### src/fpNormPkg.sv
/*
 * Normalizer pipeline description: its latency and the codes that pass
 * from the control block to the significand datapath.
 */
package fpNormPkg;

	// enabled cycles from x_i to z_o
	localparam int NORM_LATENCY = 8;

	// how many whole digits are dropped from the expanded significand
	// ADJ_ZERO is used when the exponent overflows and the result is infinity
	typedef enum logic [1:0] {
		ADJ_NONE,
		ADJ_ONE,
		ADJ_TWO,
		ADJ_ZERO
	} expAdj_e;

	// left normalizes, right denormalizes an underflowed value
	typedef enum logic {
		SHIFT_LEFT,
		SHIFT_RIGHT
	} shiftDir_e;

	// ------------------------------------------------------------
	// shift control handed to the significand shifter
	typedef struct packed {
		shiftDir_e dir;
		logic [4:0] lAmt;
		logic [5:0] rAmt;
	} shiftCtl_t;

endpackage

### src/fpFormatPkg.sv
/*
 * Floating point format layouts: the expanded input that comes from an
 * adder or multiplier, and the normalized result with guard, round and sticky.
 */
package fpFormatPkg;

	// exponent is eight bits in single precision
	localparam int EMSB = 7;
	// top index of the 23-bit normalized fraction
	localparam int FMSB = 22;
	// top index of the expanded significand, three whole bits then fraction
	localparam int FX = 49;
	// all ones exponent marks infinity or NaN
	localparam logic [EMSB:0] EXP_MAX = 8'hFF;
	// one whole bit, 23 fraction bits, guard, round and sticky
	localparam int NSIG = 27;

	// ------------------------------------------------------------
	// expanded format as it leaves the arithmetic unit
	typedef struct packed {
		logic sign;
		logic [EMSB:0] exp;
		logic [FX:0] sig;
	} fpX_t;

	// normalized format, still ahead of rounding and packing
	typedef struct packed {
		logic sign;
		logic [EMSB:0] exp;
		logic [NSIG-1:0] sig;
	} fpN_t;

endpackage
### src/fpNormalize32.sv
/*
 * Single precision normalization unit, eight enabled cycles deep.
 * Takes the expanded result of an adder or multiplier and returns one whole
 * bit, the fraction and guard, round and sticky, plus underflow and inexact.
 */
`timescale 1ns/1ps

module fpNormalize32 import fpFormatPkg::*, fpNormPkg::*; (
	input  logic clk,
	input  logic rst_i,
	input  logic ce_i,
	input  fpX_t x_i,
	input  logic under_i,
	output fpN_t z_o,
	output logic under_o,
	output logic inexact_o
);

	expAdj_e adjOp;
	shiftCtl_t shiftCtl;
	logic [NSIG-1:0] redSig, outSig;
	logic redInexact, outSign;
	logic [4:0] lzCount;
	logic [EMSB:0] outExp;

	// ------------------------------------------------------------
	// exponent path and every decision
	fpNormControl uCtl (
		.clk, .rst_i, .ce_i,
		.exp_i(x_i.exp),
		.manTop_i(x_i.sig[FX:FX-1]),
		.under_i,
		.lzCount_i(lzCount),
		.adjOp_o(adjOp),
		.shiftCtl_o(shiftCtl),
		.exp_o(outExp),
		.under_o
	);

	// ------------------------------------------------------------
	// significand datapath
	fpWholeReduce uReduce (
		.clk, .rst_i, .ce_i,
		.sig_i(x_i.sig), .adjOp_i(adjOp),
		.sig_o(redSig), .inexact_o(redInexact)
	);

	fpLeadZeroCount uLzc (.clk, .rst_i, .ce_i, .sig_i(redSig), .count_o(lzCount));

	fpMantShift uShift (
		.clk, .rst_i, .ce_i,
		.sig_i(redSig), .shiftCtl_i(shiftCtl),
		.sig_o(outSig)
	);

	// sign is untouched and rides along, inexact is known from stage 4
	fpDelay #(.WID(1), .DEP(NORM_LATENCY)) uSign (
		.clk, .ce_i, .d_i(x_i.sign), .q_o(outSign)
	);
	fpDelay #(.WID(1), .DEP(NORM_LATENCY-4)) uInexact (
		.clk, .ce_i, .d_i(redInexact), .q_o(inexact_o)
	);

	assign z_o = '{sign: outSign, exp: outExp, sig: outSig};

endmodule

### src/fpMantShift.sv
/*
 * Significand shifter. Normalizes left or denormalizes right, keeps the
 * bits lost on a right shift as sticky, then picks the result by direction.
 */
`timescale 1ns/1ps

module fpMantShift import fpFormatPkg::*, fpNormPkg::*; (
	input  logic clk,
	input  logic rst_i,
	input  logic ce_i,
	input  logic [NSIG-1:0] sig_i,
	input  shiftCtl_t shiftCtl_i,
	output logic [NSIG-1:0] sig_o
);

	logic [NSIG-1:0] sig6, lostMask;
	logic [NSIG-1:0] sigL7, sigR7;
	logic sticky7;
	shiftDir_e dir7;

	// reduced significand arrives at stage 4, shift control at stage 6
	fpDelay #(.WID(NSIG), .DEP(2)) uSig (.clk, .ce_i, .d_i(sig_i), .q_o(sig6));

	// ones over the positions that fall off the right end
	assign lostMask = ~({NSIG{1'b1}} << shiftCtl_i.rAmt);

	// ------------------------------------------------------------
	// stage 7 both shifts are formed, the choice waits a cycle
	always_ff @(posedge clk) begin
		if (ce_i) begin
			sigL7 <= sig6 << shiftCtl_i.lAmt;
			sigR7 <= sig6 >> shiftCtl_i.rAmt;
			sticky7 <= |(sig6 & lostMask);
		end
	end

	always_ff @(posedge clk) begin
		if (rst_i)
			dir7 <= SHIFT_LEFT;
		else if (ce_i)
			dir7 <= shiftCtl_i.dir;
	end

	// ------------------------------------------------------------
	// stage 8 select
	// on a denormal the lost bits join the existing sticky at bit 0
	always_ff @(posedge clk) begin
		if (rst_i) begin
			sig_o <= '0;
		end else if (ce_i) begin
			if (dir7 == SHIFT_RIGHT)
				sig_o <= {sigR7[NSIG-1:1], sigR7[0] | sticky7};
			else
				sig_o <= sigL7;
		end
	end

endmodule

### src/fpLeadZeroCount.sv
/*
 * Registered leading zero count of the reduced significand. Denormal
 * inputs can carry many leading zeros, so the count covers the full width.
 */
`timescale 1ns/1ps

module fpLeadZeroCount import fpFormatPkg::*; (
	input  logic clk,
	input  logic rst_i,
	input  logic ce_i,
	input  logic [NSIG-1:0] sig_i,
	output logic [4:0] count_o
);

	logic [4:0] lzc;

	// scan upward so the highest set bit is the last to write the count
	// an all zero significand gives the full width
	always_comb begin
		lzc = 5'(NSIG);
		for (int i = 0; i < NSIG; i++) begin
			if (sig_i[i])
				lzc = 5'(NSIG - 1 - i);
		end
	end

	always_ff @(posedge clk) begin
		if (rst_i)
			count_o <= '0;
		else if (ce_i)
			count_o <= lzc;
	end

endmodule

### src/fpWholeReduce.sv
/*
 * Whole digit reduction. Drops the extra whole digits of the expanded
 * significand and folds the low fraction bits into a sticky bit.
 */
`timescale 1ns/1ps

module fpWholeReduce import fpFormatPkg::*, fpNormPkg::*; (
	input  logic clk,
	input  logic rst_i,
	input  logic ce_i,
	input  logic [FX:0] sig_i,
	input  expAdj_e adjOp_i,
	output logic [NSIG-1:0] sig_o,
	output logic inexact_o
);

	// significand copy that waits for the control decision at stage 3
	logic [FX:0] sigPipe [3];
	logic [NSIG-2:0] win;
	logic lowBits;

	always_ff @(posedge clk) begin
		if (ce_i) begin
			sigPipe[0] <= sig_i;
			sigPipe[1] <= sigPipe[0];
			sigPipe[2] <= sigPipe[1];
		end
	end

	// ------------------------------------------------------------
	// window of whole, fraction, guard and round bits
	// everything below it becomes the sticky bit and also marks the result inexact
	always_comb begin
		case (adjOp_i)
			ADJ_TWO: begin
				win = sigPipe[2][FX:FMSB+2];
				lowBits = |sigPipe[2][FMSB+1:0];
			end
			ADJ_ONE: begin
				win = sigPipe[2][FX-1:FMSB+1];
				lowBits = |sigPipe[2][FMSB:0];
			end
			ADJ_NONE: begin
				win = sigPipe[2][FX-2:FMSB];
				lowBits = |sigPipe[2][FMSB-1:0];
			end
			default: begin
				// overflow to infinity, nothing of the significand survives
				win = '0;
				lowBits = 1'b0;
			end
		endcase
	end

	always_ff @(posedge clk) begin
		if (rst_i) begin
			sig_o <= '0;
			inexact_o <= 1'b0;
		end else if (ce_i) begin
			sig_o <= {win, lowBits};
			inexact_o <= lowBits;
		end
	end

endmodule

### src/fpNormControl.sv
/*
 * Normalizer control. Owns the exponent path: classifies the exponent, picks
 * how many whole digits to drop, works out the shift and forms the final exponent.
 */
`timescale 1ns/1ps

module fpNormControl import fpFormatPkg::*, fpNormPkg::*; (
	input  logic clk,
	input  logic rst_i,
	input  logic ce_i,
	input  logic [EMSB:0] exp_i,
	input  logic [1:0] manTop_i,
	input  logic under_i,
	input  logic [4:0] lzCount_i,
	output expAdj_e adjOp_o,
	output shiftCtl_t shiftCtl_o,
	output logic [EMSB:0] exp_o,
	output logic under_o
);

	// exponent and its class, carried together from stage 3 onwards
	typedef struct packed {
		logic [EMSB:0] exp;
		logic under;
		logic inf;
		logic zero;
	} expCls_t;

	logic inf1, near1, inf2, under2;
	logic [1:0] manTop1;
	logic [EMSB:0] exp2, expSum, expFin7;
	logic [1:0] incAmt;
	logic zeroHit;
	expAdj_e adj2;
	expCls_t cls3, cls5, cls6;
	logic signed [EMSB+1:0] negExp;
	logic [4:0] lAmtNext;
	logic [5:0] rAmtNext;
	shiftDir_e dir7;

	fpDelay #(.WID(2), .DEP(1)) uTop (.clk, .ce_i, .d_i(manTop_i), .q_o(manTop1));
	fpDelay #(.WID(EMSB+1), .DEP(2)) uExp (.clk, .ce_i, .d_i(exp_i), .q_o(exp2));
	fpDelay #(.WID(1), .DEP(2)) uUnder (.clk, .ce_i, .d_i(under_i), .q_o(under2));
	fpDelay #(.WID(1), .DEP(1)) uInf (.clk, .ce_i, .d_i(inf1), .q_o(inf2));
	// stage 3 class reaches the shift decision at stage 5
	fpDelay #(.WID($bits(expCls_t)), .DEP(2)) uCls (.clk, .ce_i, .d_i(cls3), .q_o(cls5));

	// ------------------------------------------------------------
	// stage 3 exponent increment, overflow to infinity clears the significand
	always_comb begin
		incAmt = (adj2 == ADJ_TWO) ? 2'd2 : (adj2 == ADJ_ONE) ? 2'd1 : 2'd0;
		expSum = exp2 + {{(EMSB-1){1'b0}}, incAmt};
		zeroHit = (expSum == EXP_MAX) && !inf2 && !under2;
	end

	// ------------------------------------------------------------
	// stage 6 shift amounts
	// an underflowed exponent is negative, its negation is the right shift
	always_comb begin
		negExp = -$signed({cls5.exp[EMSB], cls5.exp});
		lAmtNext = ({3'b000, lzCount_i} > cls5.exp) ? cls5.exp[4:0] : lzCount_i;
		if (!cls5.under || negExp <= 0)
			rAmtNext = '0;
		else if (negExp > NSIG)
			rAmtNext = 6'(NSIG);
		else
			rAmtNext = negExp[5:0];
	end

	always_ff @(posedge clk) begin
		if (rst_i) begin
			inf1 <= 1'b0;
			near1 <= 1'b0;
			adj2 <= ADJ_NONE;
			cls3 <= '0;
			adjOp_o <= ADJ_NONE;
			cls6 <= '0;
			shiftCtl_o <= '0;
			expFin7 <= '0;
			dir7 <= SHIFT_LEFT;
			exp_o <= '0;
			under_o <= 1'b0;
		end else if (ce_i) begin
			// stage 1: infinity or NaN, and near enough to max that +2 cannot apply
			inf1 <= (exp_i == EXP_MAX) && !under_i;
			near1 <= (exp_i >= EXP_MAX - 8'd1) && !under_i;
			// stage 2: the leading whole digit sets how far the exponent grows
			if (!near1 && manTop1[1])
				adj2 <= ADJ_TWO;
			else if (!inf1 && manTop1[0])
				adj2 <= ADJ_ONE;
			else
				adj2 <= ADJ_NONE;
			// stage 3
			cls3 <= '{exp: expSum, under: under2, inf: inf2, zero: zeroHit};
			adjOp_o <= zeroHit ? ADJ_ZERO : adj2;
			// stage 6
			cls6 <= cls5;
			shiftCtl_o <= '{dir: cls5.under ? SHIFT_RIGHT : SHIFT_LEFT,
				lAmt: lAmtNext, rAmt: rAmtNext};
			// stage 7: infinity, NaN and a cleared significand keep their exponent
			if (cls6.inf || cls6.zero)
				expFin7 <= cls6.exp;
			else if (shiftCtl_o.dir == SHIFT_RIGHT)
				expFin7 <= '0;
			else
				expFin7 <= cls6.exp - {{(EMSB-4){1'b0}}, shiftCtl_o.lAmt};
			dir7 <= shiftCtl_o.dir;
			// stage 8 outputs
			exp_o <= expFin7;
			under_o <= (dir7 == SHIFT_RIGHT);
		end
	end

endmodule

### src/fpDelay.sv
/*
 * Clock-enabled delay line, used to keep side signals lined up with the
 * normalizer stages.
 */
`timescale 1ns/1ps

module fpDelay #(
	parameter int WID = 1,
	parameter int DEP = 1
) (
	input  logic clk,
	input  logic ce_i,
	input  logic [WID-1:0] d_i,
	output logic [WID-1:0] q_o
);

	// one entry per pipeline stage, oldest at the far end
	logic [WID-1:0] stages [DEP];

	always_ff @(posedge clk) begin
		if (ce_i) begin
			stages[0] <= d_i;
			for (int i = 1; i < DEP; i++) begin
				stages[i] <= stages[i-1];
			end
		end
	end

	assign q_o = stages[DEP-1];

endmodule

### config.mk
export PLATFORM = sky130hd
export DESIGN_NAME = fpNormalize32
export DESIGN_NICKNAME = d
export VERILOG_FILES = /design/src/fpNormPkg.sv /design/src/fpFormatPkg.sv /design/src/fpNormalize32.sv /design/src/fpMantShift.sv /design/src/fpLeadZeroCount.sv /design/src/fpWholeReduce.sv /design/src/fpNormControl.sv /design/src/fpDelay.sv
export SDC_FILE = /design/constraint.sdc
export NUM_CORES = 1
export LEC_CHECK = 0
export ABC_AREA = 0
export BUFFER_PORTS_ARGS = -buffer_cell sky130_fd_sc_hd__buf_2
export CORE_MARGIN = 2
export CORE_UTILIZATION = 34
export DETAILED_ROUTE_END_ITERATION = 7
export PLACE_DENSITY_LB_ADDON = 0.08
export SETUP_SLACK_MARGIN = 0.15
export SLEW_MARGIN = 25
export SYNTH_ARGS = -nofsm -noshare
export SYNTH_HDL_FRONTEND = slang
export SYNTH_SLANG_ARGS = --single-unit
### constraint.sdc
create_clock -name clk -period 2.3 [get_ports clk]
set_input_delay 0.46 -clock clk [delete_from_list [all_inputs] [get_ports clk]]
set_output_delay 0.46 -clock clk [all_outputs]
set_load 0.1 [all_outputs]
======== Word level (Yosys, flattened, before mapping) ========
Memory sizes are Yosys's and may differ from the RTL's.
Index checks and enable logic that the tools add are counted.
word-level totals
  flip-flop bits (word level) ............. 172
  RAM bits ................................ 259
  bits of input ports ..................... 63
  output and inout bits ................... 38
  logic and storage cells ................. 115
  memories kept ........................... 9
operators by class
  add/sub/neg operators ................... 3
  order comparisons ....................... 4
  eq/ne operators ......................... 6
  shifts and indexed selects .............. 3
  mux-type cells .......................... 43
  bitwise gates (word level) .............. 3
  reduce and logical (&&, ||, !) cells .... 19
memories
  memory              depth  bits a word  read ports  clocked after memory_dff  write ports  RTL line             RTL
  uReduce.sigPipe     3      50           3           0                         3            fpWholeReduce.sv:18  logic [FX:0] sigPipe [3];
  uShift.uSig.stages  2      27           2           0                         2            fpDelay.sv:18        logic [WID-1:0] stages [DEP];
  uCtl.uCls.stages    2      11           2           0                         2            fpDelay.sv:18
  uCtl.uExp.stages    2      8            2           0                         2            fpDelay.sv:18
  uSign.stages        8      1            8           0                         8            fpDelay.sv:18
  uInexact.stages     4      1            4           0                         4            fpDelay.sv:18
  3 more memories     --     --           --          --                        --           --
operators by type and width
  cell                                                                              number
  5-bit two-way mux                                                                 17
  26-bit case mux with 3 select lines                                               1
  4-bit two-way mux                                                                 8
  27-bit AND                                                                        1
  27-bit two-way mux                                                                1
  27-bit NOT                                                                        1
  27-bit OR reduction                                                               1
  27-bit by 5-bit << shifter with 27-bit output                                     1
  27-bit by 6-bit << shifter with 27-bit output, first input constant               1
  27-bit by 6-bit right shift with 27-bit output                                    1
  24-bit OR reduction                                                               1
  23-bit OR reduction                                                               1
  22-bit OR reduction                                                               1
  8-bit equality test, second input constant                                        2
  8-bit two-way mux                                                                 2
  6-bit two-way mux                                                                 2
  2-bit two-way mux                                                                 5
  9-bit by 6-bit greater-than comparator with 1-bit output, second input constant   1
  9-bit by 1-bit less-or-equal comparator with 1-bit output, second input constant  1
  8-bit negator with 9-bit output                                                   1
  8-bit by 2-bit adder with 8-bit output                                            1
  8-bit >= comparator, second input constant                                        1
  5-bit by 8-bit greater-than comparator with 1-bit output                          1
  8-bit by 5-bit subtractor with 8-bit output                                       1
  9 further kinds                                                                   27

======== Longest topological paths before layout ========
  word-level depth ........................ 27
  gate-level depth with buffers ........... 9
  depth with buffers taken out ............ 9

======== By module ========
Synthesis repeated with hierarchy kept, for this count alone.
unflattened totals
  cell total of the unflattened synthesis .. 1,552
  area total of the unflattened synthesis .. 19,423.6 sq um
by module, submodules not included
  module                   times used  cells each  area each (sq um)  sequential area each (sq um)
  fpWholeReduce            1           385         6,206.0            5,044.8
  fpMantShift              1           603         6,125.9            2,212.1
  fpNormControl            1           343         3,030.4            1,141.1
  fpDelay (uShift.uSig)    1           81          1,824.2            1,621.6
  fpDelay (uCtl.uCls)      1           33          743.2              660.6
  fpDelay (uCtl.uExp)      1           24          540.5              480.5
  fpLeadZeroCount          1           65          435.4              100.1
  fpDelay (uSign)          1           8           240.2              240.2
  fpDelay (uCtl.uTop ...)  2           2           60.1               60.1
  fpDelay (uInexact)       1           4           120.1              120.1
  fpDelay (uCtl.uInf)      1           1           30.0               30.0
  fpNormalize32            1           1           7.5                0.0

======== Worst setup path after synthesis ========
No wires, ideal clock.
  kind .................................... reg2reg
  from .................................... reg uCtl.shiftCtl_o[7] in the netlist's numbering
  to ...................................... reg uCtl.expFin7[5]
  setup time .............................. 122 ps
  arrival ................................. 2,268 ps
  data required time ...................... 2,178 ps
  slack ................................... -89 ps
  stages on the path, launching flop included .. 10
  buffers on the path ..................... 2
  period minus slack after synthesis ...... 2,389 ps
  path through ............................ dfxtp_1 -> buf_2 -> buf_2 -> inv_1 -> ha_1 -> nor2b_1 -> o21a_1 -> o31a_1 -> o311a_1 -> a221o_1
between the ends
  cells in the longest elaborated chain, start to end .. 3
RTL lines
  item                                         RTL line              RTL
  start, declared                              fpNormControl.sv:16   output shiftCtl_t shiftCtl_o,
  start signal, assigned                       fpNormControl.sv:99   shiftCtl_o <= '{dir: cls5.under ? SHIFT_RIGHT : SHIFT_LEFT,
  8-bit by 5-bit subtractor with 8-bit output  fpNormControl.sv:107  expFin7 <= cls6.exp - {{(EMSB-4){1'b0}}, shiftCtl_o.lAmt};
  8-bit two-way mux                            fpNormControl.sv:104  else if (shiftCtl_o.dir == SHIFT_RIGHT)
  8-bit two-way mux                            fpNormControl.sv:102  if (cls6.inf || cls6.zero)
  end signal, assigned                         fpNormControl.sv:103  expFin7 <= cls6.exp;
  end signal, assigned                         fpNormControl.sv:107
  end, declared                                fpNormControl.sv:31   logic [EMSB:0] exp2, expSum, expFin7;
No other way between the ends.
A chain may end at the register's enable or synchronous reset.

==> metrics.cfg <==
[placement]
dp_hpwl_mm = 31.1
post_dp_cell_area_um2 = 20200
place.gp.congestion = 0.859
port_buffers = 100

[drt]
drt_first_pass_iters = 5
drt_iter0_markers = 637
routed_wl_mm = 43.5
vias_per_cell = 4.94
drc = 0
num_vias = 11400
final_antenna_net_count = 0
wl_per_cell_um = 18.8

[setup_path]
cp.required_ps = 2600
slowest_delay_ps = 560
cpLargestDelayFamily = multiplexers
path_depth = 6
cp-startpoint = uShift.uSig.stages[0][41]
reg2reg_slack_ps = 160
reg2regPathDepth = 6
reg2reg_from = uShift.uSig.stages[0][41]
cp_slowest_cell = mux4_1
cp.buffers_inverters = 1
cp_max_fo = 3
r2r-end = uShift.sigR7[10]
endpoint = uShift.sigR7[10]
start_kind = flop
crit_path_cell_trace = buf_4 -> mux4_1 -> and2_1 -> o31a_1 -> a21oi_1 -> o31ai_1
cp.arrival_ps = 2440
critPathKind = flop to flop
end_kind = flop

[clocking]
clkSinkCount = 426
cts-root-buf = clkbuf_16
clk_latency_ps = 590
cts_tree = done
clk_path_buf_depth = 3
cts_htree_levels = 2
cts_hold_buf = 0
clkTransAtPathRegs_ps = 60
cts_made_buffers = 48

[sta]
timing.fmax_mhz = 467
slew_violations = 0
final.period_utilization = 0.930
slew_headroom = 0.510
finalSetupTns_ps = 0
final-hold-violation-count = 0
tightest_slew_ps = 735
period_minus_slack_ps = 2140
holdWs_ps = 42.2
grt_setup_unrepaired = true
clock_skew_ps = 28.5
setup_viol = 0

[cells_and_area]
fillers = 5112
nets = 1658
syn_to_final_growth_pct = 19.3
drive_above_1_share = 0.220
fin_area_um2 = 22000
final_common_cell = edfxtp_1
antenna_cells = 0
final_cell_mix = 310 x edfxtp_1, 151 x mux2i_1, 147 x nor2_1

[global_routing]
antenna_found_initial = 0
grt_pass1_wl_mm = 68.6
grtUsageTotal = 0.157
grt_pass1_vias = 11600
grt_overflow = 0
grt_max_degree = 144

[synthesis]
avgSynthCellArea_um2 = 13.0
ys_seq_elements = 426
syn_area_um2 = 18400
syn_nets = 1496
synth_edf_count = 310
async_reset_ff_frac = 0
synth_cell_types = 80
synth_top_flop_cell = edfxtp_1
yosysWarningCount = 0
yosysSeqAreaShare = 0.632
postSynthCellCount = 1417

[die]
design.die.area_um2 = 56000
rows = 85
die_w_um = 237
start_util = 0.343
io_pins = 101
core_um2 = 53700
die_y_um = 237

[pwr]
power.total_mw = 18.8
p_leak_nw = 8.01
p_per_area_nw_per_um2 = 856
ir_drop_mv = 0.555

[min_path]
worst_hold_path_type = primary input to flop

[job]
cap_violations = 0

[outcome]
status = finished, final reports clean

registers in the layout, summed over array words and instances, names as in the netlist, 8 cells and up:
register / count
uCtl.cls3: 11
uShift.sig_o: 27
uCtl.expFin7: 8
uCtl.cls6: 10
uCtl.exp_o: 8
uShift.uSig.stages: 54
uSign.stages: 8
uShift.sigR7: 27
uCtl.uCls.stages: 22
uReduce.sig_o: 27
uReduce.sigPipe: 149
uShift.sigL7: 27
uCtl.uExp.stages: 16
uCtl.shiftCtl_o: 12
report_power, final:
| part | switching (mW) | internal [mW] | leakage, nW |
|---|---|---|---|
| combinational | 1.41 | 0.814 | 3.23 |
| sequential | 0.318 | 8.90 | 4.03 |
| clock | 3.05 | 4.32 | 0.751 |
| total | 4.77 | 14.0 | 8.01 |
worst reg2reg max path, stage by stage (launching register included):
cell and delay (ps):
edfxtp_1 430, buf_4 170, mux4_1 560, and2_1 190, o31a_1 320, a21oi_1 130, o31ai_1 80
synth_stat cells (4+ instances only):
cell type	instances	area [um^2]
mux4_2	32	721
o22ai_1	4	25.0
dfxtp_1	116	2320
ha_1	14	175
nand2_1	80	300
nand2b_1	11	68.8
or4_1	4	30.0
nor3b_1	4	30.0
mux2i_1	154	1540
nor2_1	147	552
nor4_1	11	68.8
a21oi_1	57	285
o21a_1	4	30.0
buf_6	4	45.0
and2_1	7	43.8
clkbuf_1	61	229
o31ai_1	8	60.1
a211oi_1	58	435
o211ai_1	4	30.0
buf_1	7	26.3
a31oi_1	8	50.1
inv_1	20	75.1
o21ai_0	64	320
buf_2	20	100
buf_4	4	30.0
nand3b_1	10	75.1
o221ai_1	8	70.1
and3_1	4	25.0
a21o_1	6	45.0
xnor2_1	6	52.6
nand3_1	38	190
clkinv_1	4	15.0
edfxtp_1	310	9310
mux2_2	12	135
xor2_1	6	52.6
nor2b_1	17	106
nor3_1	20	100
or3_1	8	50.1
layout make-up:
type | instances | area (um^2) | area share
Multi-Input combinational cell | 869 | 6340 | 0.289
Clock buffer | 71 | 1350 | 0.0614
Clock inverter | 19 | 211 | 0.00963
Sequential cell | 426 | 11600 | 0.530
Inverter | 24 | 100 | 0.00456
Tap cell | 696 | 871 | 0.0396
Timing Repair Buffer | 210 | 1460 | 0.0664
stage by stage:
stage,instances,setup slack [ps],utilization
2_1_floorplan,1417,139,-
3_5_place_dp,2214,24.6,0.376
4_1_cts,2304,154,0.406
3_3_place_gp,2214,86.5,0.376
6_report,2315,160,0.409
5_1_grt,2315,76.9,0.409
cells by family after synthesis:
logic type,share of synthesized area
xor+xnor,0.00571
mux,0.132
compound gates,0.0910
fa+ha+maj,0.0128
flops,0.632
buf+inv,0.0288
simple gates,0.0986
routing by layer:
metal | vias up | part of all wire | track usage
li1 | 5692 | - | -
met1 | 5415 | 0.44 | 0.204
met2 | 247 | 0.48 | 0.262
met3 | 86 | 0.036 | 0.0261
met4 | 0 | 0.036 | 0.0623
met5 | - | 0 | 0
timing repair:
| item | in CTS | in global routing |
|---|---|---|
| gates cloned | 0 | 0 |
| pin swaps | 0 | 3 |
| endpoints found under the hold margin | 0 | 0 |
| resized for setup | 7 | 24 |
| buffers inserted | 0 | 11 |
| endpoints found under the setup margin | 5 | 21 |
how the worst min path moves through the flow:
| stage | from | to | slack (ps) | depth (start not counted) |
|---|---|---|---|---|
| after floorplan | uCtl.uCls.stages[0][0] | uCtl.uCls.stages[0][11] | 400 | 0 |
| after global placement | uSign.stages[1][0] | uSign.stages[1][1] | 400 | 0 |
| after detailed placement | uCtl.uCls.stages[0][7] | uCtl.uCls.stages[0][18] | 400 | 0 |
| after CTS | x_i[15] | uReduce.sigPipe[0][15] | 1 | 1 |
| after global routing | x_i[0] | uReduce.sigPipe[0][0] | 5 | 1 |
| final | x_i[0] | uReduce.sigPipe[0][0] | 40 | 1 |
(Power assumes the default switching activity.)
